`config.mk`:
```
export PLATFORM = sky130hd
export DESIGN_NAME = lsu
export DESIGN_NICKNAME = d
export VERILOG_FILES = /design/src/core_ctrl_pkg.sv /design/src/lsu.sv
export SDC_FILE = /design/constraint.sdc
export NUM_CORES = 1
export LEC_CHECK = 0
export ABC_AREA = 1
export BUFFER_PORTS_ARGS = -buffer_cell sky130_fd_sc_hd__buf_4
export CAP_MARGIN = 10
export CORE_MARGIN = 10
export CORE_UTILIZATION = 46
export DETAILED_ROUTE_END_ITERATION = 10
export PLACE_DENSITY = 0.79
export SLEW_MARGIN = 20
export SYNTH_ARGS = -nofsm -noshare
export SYNTH_HDL_FRONTEND = slang
export SYNTH_SLANG_ARGS = --single-unit
```
`constraint.sdc`:
```
create_clock -name clk -period 2.15 [get_ports clk]
set_clock_uncertainty 0.05 [all_clocks]
set_input_delay 0.3225 -clock clk [delete_from_list [all_inputs] [get_ports clk]]
set_output_delay 0.3225 -clock clk [all_outputs]
set_load 0.02 [all_outputs]
```
`src/core_ctrl_pkg.sv`:
```
package core_ctrl_pkg;

    typedef enum logic [4:0] {
        ALU_ADD,
        ALU_SUB,
        ALU_SLL,
        ALU_SLT,
        ALU_SLTU,
        ALU_XOR,
        ALU_OR,
        ALU_AND,
        ALU_SRL,
        ALU_SRA,
        ALU_PASS_B,
        ALU_BR_EQ,
        ALU_BR_NE,
        ALU_BR_LT,
        ALU_BR_GE,
        ALU_BR_LTU,
        ALU_BR_GEU
    } alu_op_e;

    typedef enum logic [1:0] {
        BRT_NONE,
        BRT_BR,
        BRT_JAL,
        BRT_JALR
    } br_type_e;

    typedef enum logic [1:0] {
        WB_NONE,
        WB_ALU,
        WB_LOAD,
        WB_RET_ADDR
    } wb_sel_e;

    typedef enum logic [1:0] {
        SZ_BYTE,
        SZ_HALF,
        SZ_WORD
    } mem_size_e;

endpackage

```
`src/lsu.sv`:
```
module lsu (
    input  logic                     clk,
    input  logic                     arst_n,
    input  logic                     start,
    input  logic                     we,
    input  core_ctrl_pkg::mem_size_e size,
    input  logic                     signed_ld,
    input  logic [31:0]              addr,
    input  logic [31:0]              wdata,
    output logic [31:0]              rdata,
    output logic                     done,
    output logic                     m0_cyc,
    output logic                     m0_stb,
    output logic                     m0_we,
    output logic [31:0]              m0_adr,
    output logic [31:0]              m0_dat_w,
    output logic [3:0]               m0_sel,
    input  logic                     m0_ack,
    input  logic [31:0]              m0_dat_r
);
    import core_ctrl_pkg::*;

    mem_size_e   size_q;
    logic        signed_q;
    logic [1:0]  off_q;
    logic [31:0] lane_data;
    logic [31:0] ext_data;

    assign m0_stb    = m0_cyc;
    assign lane_data = m0_dat_r >> {off_q, 3'b000}; // Addressed byte down to bit 0

    always_comb begin
        case (size_q)
            SZ_BYTE: ext_data = {{24{signed_q & lane_data[7]}}, lane_data[7:0]};
            SZ_HALF: ext_data = {{16{signed_q & lane_data[15]}}, lane_data[15:0]};
            default: ext_data = m0_dat_r;
        endcase
    end

    always_ff @(posedge clk or negedge arst_n) begin
        if (!arst_n) begin
            m0_cyc <= 1'b0;
            done   <= 1'b0;
        end else begin
            if (start) begin
                m0_cyc <= 1'b1;
            end else if (m0_ack) begin
                m0_cyc <= 1'b0;
            end
            done <= m0_cyc & m0_ack;
        end
    end

    always_ff @(posedge clk) begin
        if (start) begin
            m0_adr   <= {addr[31:2], 2'b00};
            m0_we    <= we;
            size_q   <= size;
            signed_q <= signed_ld;
            off_q    <= addr[1:0];
            case (size)
                SZ_BYTE: begin
                    m0_dat_w <= {4{wdata[7:0]}};
                    m0_sel   <= 4'b0001 << addr[1:0];
                end
                SZ_HALF: begin
                    m0_dat_w <= {2{wdata[15:0]}};
                    m0_sel   <= 4'b0011 << addr[1:0];
                end
                default: begin
                    m0_dat_w <= wdata;
                    m0_sel   <= 4'b1111;
                end
            endcase
        end
        if (m0_cyc && m0_ack) begin
            rdata <= ext_data;
        end
    end

endmodule

```
# Word-level counts from Yosys, hierarchy flattened
# Cells that the tools add are included.
[totals] word_cells=27 input_bits=104 regBits=106 out_inout_bits=104
[classes] shift=3 bitwise_logic=3 n_reduce_logical=4 eq_ne=2 n_mux=5
[ops] cell="case mux 32 bit (2 select lines)" n=2
[ops] cell=">> shifter 32 x 5 -> 16 bit" n=1
[ops] cell="case mux 4 bit (2 select lines)" n=1
[ops] cell="== test 2 x 1 -> 1 bit (second input constant)" n=2
[ops] cell="zero test 2 bit" n=2
[ops] cell="left shift 1 x 2 -> 4 bit (first input constant)" n=1
[ops] cell="left shift 2 x 2 -> 4 bit (first input constant)" n=1
[ops] cell="AND 1 bit" n=3
[ops] cell="2-to-1 mux 1 bit" n=2
[ops] cell="nonzero test 2 bit" n=1
[ops] cell="logical AND 1 bit" n=1

# Depth between registers and ports, before layout
[depth] depth_word=3 ltp_mapped=8 mapped_depth_nobuf=6

# Worst setup path before layout
# Ideal clock, no wire load.
[synth_path] kind="reg-to-reg" start="reg m0_cyc" end="reg rdata[0], enable pin" required_time_ps=1713 setup_ps=387 setup_slack_ps=518 period_less_slack_ps=1632 n_path_buf=0 stages_incl_launch_ff=3 arrival_time_ps=1195 path_cell_list="dfrtp_1 > nand2_1 > inv_1"
[synth_between] elab_chain_cells=1
[synth_lines] element="from (decl)" line_no="lsu.sv:12" source="output logic m0_cyc,"
[synth_lines] element="from (signal assigned)" line_no="lsu.sv:42" source="m0_cyc <= 1'b0;"
[synth_lines] element="from (signal assigned)" line_no="lsu.sv:46" source="m0_cyc <= 1'b1;"
[synth_lines] element="from (signal assigned)" line_no="lsu.sv:48" source="m0_cyc <= 1'b0;"
[synth_lines] element="logical AND 1 bit" line_no="lsu.sv:76" source="if (m0_cyc && m0_ack) begin"
[synth_lines] element="to (signal assigned)" line_no="lsu.sv:77" source="rdata <= ext_data;"
[synth_lines] element="to (decl)" line_no="lsu.sv:10" source="output logic [31:0] rdata,"
# No other way between the ends.
# A chain may end at the register's enable or synchronous reset.

# Worst setup path after layout
[layout_path] start="reg off_q[1]" end="reg rdata[21] (data pin)"
[layout_between] elab_chain_cells=3 word_cells_on_any_way=4 cone_classes="shift: 1; mux: 1; bitwise: 2"
[layout_lines] element="from (decl)" line_no="lsu.sv:25" source="logic [1:0] off_q;"
[layout_lines] element="from (signal assigned)" line_no="lsu.sv:60" source="off_q <= addr[1:0];"
[layout_lines] element=">> shifter 32 x 5 -> 16 bit (*)" line_no="lsu.sv:30" source="assign lane_data = m0_dat_r >> {off_q, 3'b000};"
[layout_lines] element="AND 1 bit (on tied branches)" line_no="lsu.sv:35, lsu.sv:34"
[layout_lines] element="case mux 32 bit (2 select lines) (*)" line_no="lsu.sv:33" source="case (size_q)"
[layout_lines] element="named net ext_data[21]" line_no="lsu.sv:27" source="logic [31:0] ext_data;"
# The timed path passes the listed nets; every way through them passes the cells marked *.

==> flow_summary.json <==
{
  "ys_ff_latch": 106,
  "cp_max_fo": 16,
  "clock.fmax_ghz": 0.612,
  "ys_seq_area_share_pct": 72.3,
  "status": "complete, no violations",
  "drtAntennaViolNets": 0,
  "final_nets": 676,
  "finalHoldViolCount": 0,
  "wire_per_inst_um": 18.6,
  "rrSetupSlack_ns": 0.52,
  "r2r_start": "off_q[1]$_DFFE_PP_",
  "worstSetupPathType": "reg2reg",
  "die_x_um": 118,
  "tritoncts": "yes",
  "ios": 208,
  "peakVddDrop_mv": 0.399,
  "grt_overflow": 0,
  "grt_use_total_pct": 18.3,
  "p_leak_nw": 2.80,
  "layout-drive-gt1-share_pct": 40.7,
  "clockBufferDepth": 2,
  "crit_start": "off_q[1]$_DFFE_PP_",
  "syn_to_final_growth_pct": 42.1,
  "antenna_found_initial": 0,
  "multi_input_comb_area_um2": 1000,
  "rsz0062_at_grt": "no",
  "avgViaCountPerCell": 4.95,
  "min_path_type": "in2reg",
  "die_h_um": 118,
  "antennaDiodeCount": 0,
  "critPathLaunchType": "flip-flop",
  "slew_viol_final": 0,
  "dr.first_iter.drc_count": 149,
  "synthesis.area_um2": 4390,
  "port_buffers": 205,
  "fp-row-count": 35,
  "drv_cap": 0,
  "drc_errors": 0,
  "tightest_slew_ns": 0.603,
  "cts_sinks": 106,
  "fin_ws_ns": 0.515,
  "seq_area_um2": 3170,
  "setup_viol": 0,
  "cts_root_buffer": "clkbuf_8",
  "fin_hold_ws_ns": 0.0732,
  "core-area_um2": 9280,
  "ys_warn_count": 0,
  "grt_pass1_vias": 3636,
  "cts_resized": 0,
  "power.density_nw_per_um2": 758,
  "place_area_um2": 6020,
  "synthTopCellsByArea": "edfxtp_1, nand2_1, o21ai_0",
  "stdcell_count": 706,
  "endpoint_kind": "flip-flop",
  "grt_first_pass_wirelength_um": 20100,
  "cp.arrival_ns": 1.81,
  "post-route-util_pct": 67.1,
  "yosysTopAreaCellShare_pct": 71.2,
  "path_clk_slew_ns": 0.11,
  "insertion_delay_ns": 0.36,
  "min_from": "addr[3]",
  "hpwl_um": 10400,
  "totalWireLength_um": 13100,
  "fillers": 721,
  "drtPass1Iterations": 4,
  "r2r_cells": 6,
  "die-area_um2": 13800,
  "fin_crit_sh_pct": 76.0,
  "worstPathRequired_ns": 2.32,
  "placed_cells": 689,
  "cp-endpoint": "rdata[21]$_DFFE_PP_",
  "syn_avg_cell_area_um2": 12.0,
  "place_ws_ns": 0.546,
  "cts_made_buffers": 9,
  "synth_area_leader_cell": "edfxtp_1",
  "post-route-cell-area_um2": 6230,
  "num_vias": 3494,
  "fin_tns_setup_ns": 0,
  "netlist_instances": 367,
  "fin_crit_ns": 1.63,
  "grt_max_degree": 36,
  "initial_core_util_pct": 47.3,
  "yosys.cell_types.count": 24,
  "finalPower_mw": 4.73,
  "rr_endpoint": "rdata[21]$_DFFE_PP_",
  "maxSlewHeadroom_pct": 59.8,
  "routabilityCongestion": 0.867,
  "ctsHtreeMaxLevel": 3
}
## cells in the mapped netlist, drive strengths merged
master,instances
o22ai,4
nand2,113
a22oi,1
buf,14
inv,24
o21ai,36
a21oi,3
o21bai,1
clkbuf,4
clkinv,1
dfrtp,2
edfxtp,104
o211ai,8
nand3,32
conb,1
nor2,19
## repair_timing
item                      4_1_cts  5_1_grt
setup buffers                   0        0
hold endpoints to repair        2        0
hold buffers                    1        0
## power breakdown
| group | switching [mW] | leakage [nW] | internal (mW) |
|---|---|---|---|
| sequential | 0.0596 | 1.04 | 2.48 |
| clock | 0.774 | 0.104 | 0.469 |
| combinational | 0.549 | 1.65 | 0.402 |
## placed cells by master (no fill, tap or decap), drive strengths merged
| cell type | n |
|---|---|
| buf | 210 |
| nand2 | 113 |
| edfxtp | 104 |
| o21ai | 36 |
| nand3 | 32 |
| inv | 28 |
| nor2 | 19 |
| clkbuf | 9 |
| o211ai | 8 |
| o22ai | 4 |
| clkinv | 4 |
| a21oi | 3 |
| conb | 2 |
| dfrtp | 2 |
| a22oi | 1 |
| o21bai | 1 |
| dlygate4sd3 | 1 |
## area by class of cell
class,count,area share (%)
Inverter,25,1.51
Tap cell,129,2.59
Timing Repair Buffer,211,25.7
Clock inverter,7,1.30
Multi-Input combinational cell,219,16.1
Sequential cell,106,50.9
Clock buffer,9,1.99
## cells by family (layout without fill, tap and decap cells)
| logic type | Yosys count | count (layout) | synth area share, % |
|---|---|---|---|
| and+or+nand+nor | 164 | 164 | 15.9 |
| DFF | 106 | 106 | 72.3 |
| AOI/OAI and AO/OA | 53 | 53 | 6.73 |
| buffers and inverters | 43 | 252 | 4.93 |
| other | 1 | 2 | 0.0855 |
## state kept, by name (all words and copies together), names as in the netlist
signal    flops
m0_dat_w     32
rdata        32
m0_adr       30
m0_sel        4
off_q         2
size_q        2
done          1
m0_cyc        1
m0_we         1
signed_q      1
## routing by layer
metal / track usage (%) / part of all wire, % / up-vias / wire length [um]
met5: 0 / 0 / - / 0
met4: 5.26 / 1.3 / 0 / 173
met3: 9.83 / 13 / 14 / 1690
met2: 30.3 / 49 / 187 / 6400
met1: 19.8 / 37 / 1618 / 4860
li1: - / - / 1675 / -
## worst max-delay path: stages (launching register included)
cell and delay (ns):
edfxtp_1 0.52, inv_2 0.18, nor2_4 0.21, nand2_1 0.10, nand2_2 0.10, nand3_4 0.17, nand3_1 0.16
## worst min path at each step
| stage | endpoint | slack (ns) | cells past startpoint |
|---|---|---|---|
| floorplan | done$_DFF_PN0_ | -0.02 | 0 |
| global placement | m0_cyc$_DFFE_PN0P_ | 0.06 | 1 |
| detailed placement | m0_cyc$_DFFE_PN0P_ | 0.06 | 1 |
| CTS | m0_adr[25]$_DFFE_PP_ | 0.04 | 1 |
| global route | m0_adr[6]$_DFFE_PP_ | 0.04 | 1 |
| finish | m0_adr[3]$_DFFE_PP_ | 0.07 | 1 |
No activity file was read; power rests on OpenSTA's default activity.
