==> src/wb_arbiter.sv <==
module wb_arbiter (
    input  logic        clk,
    input  logic        arst_n,
    input  logic        m0_cyc, m0_stb, m0_we,
    input  logic [31:0] m0_adr, m0_dat_w,
    input  logic [3:0]  m0_sel,
    output logic        m0_ack,
    output logic [31:0] m0_dat_r,
    input  logic        m1_cyc, m1_stb, m1_we,
    input  logic [31:0] m1_adr, m1_dat_w,
    input  logic [3:0]  m1_sel,
    output logic        m1_ack,
    output logic [31:0] m1_dat_r,
    input  logic        m2_cyc, m2_stb, m2_we,
    input  logic [31:0] m2_adr, m2_dat_w,
    input  logic [3:0]  m2_sel,
    output logic        m2_ack,
    output logic [31:0] m2_dat_r,
    output logic        s_cyc, s_stb, s_we,
    output logic [31:0] s_adr, s_dat_w,
    output logic [3:0]  s_sel,
    input  logic        s_ack,
    input  logic [31:0] s_dat_r
);
    logic [2:0] cyc_vec;
    logic [1:0] grant;
    logic [1:0] owner_q;
    logic       busy_q;

    assign cyc_vec = {m2_cyc, m1_cyc, m0_cyc};

    always_comb begin
        if (busy_q && cyc_vec[owner_q]) begin
            grant = owner_q; // Locked until owner drops cyc
        end else if (m0_cyc) begin
            grant = 2'd0;
        end else if (m1_cyc) begin
            grant = 2'd1;
        end else begin
            grant = 2'd2;
        end
    end

    always_ff @(posedge clk or negedge arst_n) begin
        if (!arst_n) begin
            owner_q <= 2'd0;
            busy_q  <= 1'b0;
        end else begin
            owner_q <= grant;
            busy_q  <= cyc_vec[grant];
        end
    end

    always_comb begin
        case (grant)
            2'd0: {s_cyc, s_stb, s_we, s_adr, s_dat_w, s_sel} =
                  {m0_cyc, m0_stb, m0_we, m0_adr, m0_dat_w, m0_sel};
            2'd1: {s_cyc, s_stb, s_we, s_adr, s_dat_w, s_sel} =
                  {m1_cyc, m1_stb, m1_we, m1_adr, m1_dat_w, m1_sel};
            default: {s_cyc, s_stb, s_we, s_adr, s_dat_w, s_sel} =
                  {m2_cyc, m2_stb, m2_we, m2_adr, m2_dat_w, m2_sel};
        endcase
    end

    assign m0_ack   = s_ack && grant == 2'd0;
    assign m1_ack   = s_ack && grant == 2'd1;
    assign m2_ack   = s_ack && grant == 2'd2;
    assign m0_dat_r = s_dat_r;
    assign m1_dat_r = s_dat_r;
    assign m2_dat_r = s_dat_r;

endmodule

==> config.mk <==
export PLATFORM = sky130hd
export DESIGN_NAME = wb_arbiter
export DESIGN_NICKNAME = d
export VERILOG_FILES = /design/src/wb_arbiter.sv
export SDC_FILE = /design/constraint.sdc
export NUM_CORES = 1
export LEC_CHECK = 0
export BUFFER_PORTS_ARGS = -buffer_cell sky130_fd_sc_hd__buf_2
export CAP_MARGIN = 20
export CORE_AREA = 8 8 157 159
export DETAILED_ROUTE_END_ITERATION = 16
export DIE_AREA = 0 0 165 167
export PLACE_DENSITY_LB_ADDON = 0.2
export SYNTH_ARGS = -nofsm -noshare
export SYNTH_HDL_FRONTEND = slang
export SYNTH_SLANG_ARGS = --single-unit
==> constraint.sdc <==
create_clock -name clk -period 3.3 [get_ports clk]
set_clock_uncertainty 0.2 [all_clocks]
set_input_delay 0.99 -clock clk [delete_from_list [all_inputs] [get_ports clk]]
set_output_delay 0.99 -clock clk [all_outputs]
set_load 0.02 [all_outputs]
== Word level (Yosys, flattened, before mapping) ==
Index checks and enable logic that the tools add are counted.

* Register bits after elaboration: 3
* Input port bits: 248
* Output and inout bits: 170
* Word-level logic and storage cells: 24

* Order comparisons: 2
* Eq/ne operators: 2
* Mux-type cells: 13
* Reduce and logical (&&, ||, !) cells: 5

{| class="wikitable"
|+ Operators by type and width
! operator !! count
|-
| one-hot mux 32 bit (2 select lines) || 2
|-
| one-hot mux 4 bit (2 select lines) || 1
|-
| < comparator 2 x 3 -> 1 bit (second input constant) || 2
|-
| 2-to-1 mux 2 bit || 3
|-
| one-hot mux 1 bit (2 select lines) || 3
|-
| binary-select mux 1 bit (select 2 bit) || 2
|-
| logical AND 1 bit || 4
|-
| == test 2 x 1 -> 1 bit (second input constant) || 1
|-
| == test 2 bit (second input constant) || 1
|-
| zero test 2 bit || 1
|-
| 2-to-1 mux 1 bit || 2
|}

== Logic depth before layout (Yosys ltp) ==
Gate-level depths: netlist (run 1).

* Depth after elaboration: 6
* Mapped depth: 5
* Depth with buffers taken out: 4

== Worst setup path before layout (run 1) ==
Ideal clock, no wire load.

* Path kind: in2out
* Start point: in m2_cyc
* End point: out s_adr[23]
* Arrival time: 2095 ps
* Required time: 2110 ps
* Setup slack: 15 ps
* Stages: 3
* Buffers on the path: 0
* Path through: nand4b_2 -> o21ai_2 -> o311ai_0

* Cells in the longest elaborated chain, start to end: 6
* Elaborated cells between the ends (all ways): 7
* Classes of those cells: eq/ne (1); mux (4); reduce/logical (2)

{| class="wikitable"
|+ Ends and longest elaborated chain
! item !! RTL line !! RTL
|-
| start: declaration || 14 || <nowiki>input logic m2_cyc, m2_stb, m2_we,</nowiki>
|-
| binary-select mux 1 bit (select 2 bit) * || 33 || <nowiki>if (busy_q && cyc_vec[owner_q]) begin</nowiki>
|-
| 2-to-1 mux 1 bit (implied by the code) * || 33 ||
|-
| logical AND 1 bit * || 33 ||
|-
| 2-to-1 mux 2 bit * || 33 ||
|-
| == test 2 x 1 -> 1 bit or zero test 2 bit (tied branches) || 55 || <nowiki>case (grant)</nowiki>
|-
| one-hot mux 32 bit (2 select lines) * || 55 ||
|-
| end: declaration || 20 || <nowiki>output logic [31:0] s_adr, s_dat_w,</nowiki>
|}

Mark *: on every way between the ends. The rest lies on a longest branch, timed or not. The select of a mux whose other input is x is not followed.

== Worst setup path in the final report (run 1) ==
* Start point: in m2_cyc
* End point: out s_adr[1]

Same word-level chain as after synthesis.

==> impl_metrics.tcl, run 1 <==
set metrics [dict create \
    met2_usage 0.194 \
    startpoint_type "primary input" \
    synth_xor_area_frac 0 \
    crit_path_max_incr_delay_ps 320 \
    ctsHoldBuffers 0 \
    num_antenna_cells 0 \
    synth.cell_area_mm2 0.00278 \
    path_delay_family "buffers and inverters" \
    tns_ps -8.81 \
    final_common_cell "buf_2" \
    path_cells "buf_6 -> nand4b_4 -> o21ai_4 -> bufbuf_16 -> o311ai_2 -> buf_4" \
    core_region_area_mm2 0.0222 \
    cts.sinks 3 \
    powerDensity_mw_per_mm2 238 \
    num_io_pins 418 \
    syn_inst 446 \
    tightest_slew_ps 416 \
    fin_nets 911 \
    synthMuxAreaShare 0 \
    place_area_mm2 0.00421 \
    top_usage_layer "met2" \
    grt_use_met3 0.0340 \
    drc 0 \
    min_period_ps 3310 \
    initial_utilization 0.125 \
    path_buf_inv 3 \
    fmax_mhz 302 \
    met1_usage 0.130 \
    synth_top_family_by_area "buffers and inverters" \
    finalWeightedCongestion 0.783 \
    dr.pass1.iters 4 \
    first_global_vias 4397 \
    hpwl_um 13900 \
    grt_pass1_wl_um 24900 \
    mostFrequentLayoutCells "buf_2, inv_1, nand4_1" \
    die_h_um 167 \
    cts_buffers 3 \
    endpoint_kind "output port" \
    clk_pin_slew_worst_paths_ps 30 \
    grt_max_degree 40 \
    yosysTopAreaCell "buf_4" \
    die_area_mm2 0.0276 \
    syn_avg_cell_area_um2 6.23 \
    layout-drive-gt1-share 0.618 \
    crit_required_ps 2110 \
    final.setup.worst_slack_ps -6.96 \
    yosys.area.top_type_share 0.259 \
    cts.htree.levels 1 \
    viasPerCell 4.58 \
    drv_slew 0 \
    synthTopCellsByArea "buf_4, o311ai_1, nand4_1" \
    ys_ff_latch 3 \
    cts_tree "yes" \
    first_iter_violations 269 \
    setup_viol 2 \
    avgRoutedWirePerCell_um 20.8 \
    routed_wl_um 19700 \
    final_cell_area_mm2 0.00520 \
    cts_root_buffer "clkbuf_16" \
    die_x_um 165 \
    cts_buffer_depth 2 \
    power_mw 1.24 \
    synth_fp_nets 694 \
    status "finished, violations left" \
    maxCapViolations 0 \
    slew_headroom 0.722 \
    finalCritPeriodShare 1.00 \
    multi_input_area_mm2 0.00184 \
    std_cell_rows 55 \
    fill_cells 2535 \
    synth_fa_ha_area_frac 0 \
    grt-ovfl-total 0 \
    vias 4336 \
    final_util 0.234 \
    synth_warnings 0 \
    vdd_ir_drop_max_mv 0.142 \
    ant_nets 0 \
    worstSetupPathType "in2out" \
    cp_max_fo 15 \
    synth_compound_area_frac 0.357 \
    layout.area.seq_um2 75.1 \
    synth_cell_types 19 \
    rsz0062_at_grt "true" \
    antenna_found_initial 3 \
    layout-area-overhead-vs-synth_pct 87.0 \
    yosys.area_share.simple 0.186 \
    grt_usage 0.113 \
    crit_arrival_ps 2120 \
    hold_path.class "in2async" \
    cp_slowest_cell "bufbuf_16" \
    clk_latency_ps 220 \
    hold_viol 0 \
    portBuffers 289 \
    violations "setup timing" \
    p_leak_nw 2.59 \
    ys_seq_area_frac 0.0270 \
    place_ws_ps -87.5 \
]
area by class of cell:
cell class / instances / share of cell area
Sequential cell: 3 / 0.0144
Clock buffer: 4 / 0.0152
Multi-Input combinational cell: 224 / 0.353
Timing Repair Buffer: 359 / 0.496
Inverter: 72 / 0.0525
Tap cell: 285 / 0.0686
worst reg2reg max path, stage by stage (launching register included):
cell and delay, ps:
dfrtp_1 430, and4b_4 440, buf_12 190, nor2_2 70, inv_1 70, buf_4 110
final timing paths:
path                             from         end  slack [ps]  cells after the start
max                            m2_cyc    s_adr[1]          -7                      6
max in group asynchronous      arst_n  owner_q[0]        2430                      1
min                            arst_n  owner_q[1]         360                      1
min in group clk           owner_q[0]  owner_q[0]         710                      3
min reg2reg                owner_q[0]  owner_q[0]         710                      3
max reg2reg                owner_q[0]  owner_q[1]        1730                      5
synth_stat cells:
cell      count
buf_4        96
inv_1        72
nand4_1      70
o21ai_0      70
o311ai_1     67
clkbuf_1     39
buf_2        12
dfrtp_1       3
nor2_1        3
o311ai_0      3
o21ai_2       2
or3_1         2
and2_1        1
and4b_1       1
nand4b_1      1
nand4b_2      1
nor2b_1       1
nor3b_1       1
o211a_1       1
logic make-up (layout without fill, tap and decap cells):
kind of cell | Yosys count | after routing
simple gates | 81 | 81
compound gates | 143 | 143
flops | 3 | 3
buf+inv | 219 | 435
what timing repair did:
item                       in CTS  in global routing
resized for setup              19                143
setup endpoints to repair      40                 72
buffers inserted                2                  9
pin swaps                       1                 41
cloned                          2                 14
flip-flops by register name (all words and copies together) (netlist names):
register  cells
busy_q        1
owner_q       2
where the power goes:
group | switching [mW] | total, mW | internal (mW)
Combinational | 0.535 | 1.00 | 0.466
Sequential | 0.00434 | 0.0440 | 0.0397
Clock | 0.0320 | 0.191 | 0.159
Total | 0.571 | 1.24 | 0.665
routing by layer:
metal	vias up	part of all wire
li1	2011	-
met1	2019	0.39
met2	248	0.48
met3	52	0.094
met4	6	0.031
met5	-	0.0017
metrics by stage:
stage,std cells,hold slack [ps]
finish,947,360
global route,947,356
CTS,924,358
detailed placement,916,589
global placement,916,590
floorplan,446,494
Power figures use the tool's default switching activity.
==> run 2: changes to the inputs <==
Settings changed: CTS_BUF_LIST set to sky130_fd_sc_hd__clkbuf_8.
==> run 2 against run 1 <==
Clock-buffer cell count shrank 1. Cell count did not move. Largest cell class unchanged. The flow still finishes with violations (setup timing). Wire length down 0.21%.
==> impl_metrics.tcl, run 2 (synthesis results as in run 1) <==
set metrics [dict create \
    status "finished, violations left" \
    violations "setup timing" \
    finalCritPeriodShare 1.00 \
    routed_wl_um 19600 \
    clk_pin_slew_worst_paths_ps 30 \
    rsz0062_at_grt "true" \
    layout.area.seq_um2 75.1 \
    slew_headroom 0.720 \
    cp_max_fo 15 \
    crit_required_ps 2110 \
    first_iter_violations 257 \
    initial_utilization 0.125 \
    final.setup.worst_slack_ps -8.10 \
    pwr-share-comb 0.871 \
    die_area_mm2 0.0276 \
    cts.sinks 3 \
    core_region_area_mm2 0.0222 \
    setup_viol 2 \
    fin_hold_ws_ps 364 \
    finalWeightedCongestion 0.783 \
    std_cell_rows 55 \
    first_global_vias 4384 \
    multi_input_area_mm2 0.00182 \
    hold_viol 0 \
    cts_buffers 3 \
    crit_path_max_incr_delay_ps 320 \
    clk_latency_ps 220 \
    drc 0 \
    crit_arrival_ps 2120 \
    layout-drive-gt1-share 0.615 \
    cp_slowest_cell "bufbuf_16" \
    vias 4336 \
    cts_tree "yes" \
    regMostFlops "owner_q" \
    final_util 0.231 \
    worstSetupPathType "in2out" \
    tightest_slew_ps 421 \
    cts.htree.levels 1 \
    min_period_ps 3310 \
    maxCapViolations 0 \
    portBuffers 289 \
    final_common_cell "buf_2" \
    reg_top3 "owner_q: 2 flops, busy_q: 1 flops" \
    fin_nets 911 \
    avgRoutedWirePerCell_um 20.7 \
    ant_nets 0 \
    startpoint_type "primary input" \
    place_area_mm2 0.00421 \
    final_cell_area_mm2 0.00514 \
    p_int_uw 582 \
    endpoint_kind "output port" \
    vdd_ir_drop_max_mv 0.0673 \
    p_seq_frac 0.038 \
    grt_max_degree 40 \
    layout-area-overhead-vs-synth_pct 85.1 \
    grt-ovfl-total 0 \
    grt_usage 0.113 \
    largest_reg_flops 2 \
    num_antenna_cells 0 \
    path_cells "buf_6 -> nand4b_4 -> o21ai_4 -> bufbuf_16 -> o311ai_2 -> buf_4" \
    fill_cells 2545 \
    tns_ps -9.93 \
    cts_root_buffer "clkbuf_8" \
    fmax_mhz 302 \
    drv_slew 0 \
    viasPerCell 4.58 \
    dr.pass1.iters 4 \
    cts_buffer_depth 2 \
    power_mw 1.14 \
    clkPwrFrac 0.091 \
    num_io_pins 418 \
    hold_path.class "in2async" \
    p_switching_uw 562 \
    grt_pass1_wl_um 24900 \
    die_h_um 167 \
    place_ws_ps -87.5 \
    fin_cells 947 \
    power.share.switching 0.491 \
    mostFrequentLayoutCells "buf_2, inv_1, nand4_1" \
    dp.cells 916 \
    powerDensity_mw_per_mm2 222 \
    hpwl_um 13900 \
    p_leak_nw 2.57 \
    antenna_found_initial 3 \
    die_x_um 165 \
]
## run 2: cell types whose count changed in the layout (fill, tap and decap cells not counted), sizes merged
cell / delta
clkbuf: -1
inv: +1
## run 2: layer usage
metal	wire length, um	vias to the layer above	track usage	share of wire
met5	34	-	0	0.0017
met4	630	6	0.0353	0.032
met3	1880	54	0.0340	0.096
met2	9380	260	0.194	0.48
met1	7700	2011	0.130	0.39
li1	-	2005	-	-
## run 2: final cells by class
cell class	instances	area share
Tap cell	285	0.0693
Sequential cell	3	0.0146
Clock buffer	3	0.00803
Clock inverter	1	0.000730
Inverter	72	0.0530
Timing Repair Buffer	359	0.500
Multi-Input combinational cell	224	0.354
## run 2: worst paths after layout
path | startpoint | endpoint | cells past startpoint | slack, ps
min reg2reg | owner_q[0] | owner_q[0] | 3 | 700
max reg2reg | owner_q[0] | owner_q[1] | 5 | 1750
min in group clk | owner_q[0] | owner_q[0] | 3 | 700
max in group asynchronous | arst_n | owner_q[1] | 1 | 2430
min | arst_n | owner_q[0] | 1 | 360
max | m2_cyc | s_adr[1] | 6 | -8
## run 2: critical path, delay by kind of cell
| family | cells | cell delay (ps) |
|---|---|---|
| AO/OA/AOI/OAI | 2 | 380 |
| buffers and inverters | 3 | 620 |
| AND/OR/NAND/NOR | 1 | 120 |
## run 2: what timing repair did
item,in CTS,in global routing
hold buffers,0,0
setup buffers,2,9
pin swaps,1,41
endpoints found under the setup margin,40,72
cloned,2,14
resized for setup,19,137
## run 2: power by group through the flow
stage,Combinational [mW],Clock [mW],Sequential [mW]
floorplan,0.571,0,0.0422
global placement,0.806,0,0.0445
detailed placement,0.796,0,0.0441
CTS,0.841,0.106,0.0437
global route,1.06,0.113,0.0445
finish,0.996,0.104,0.0438
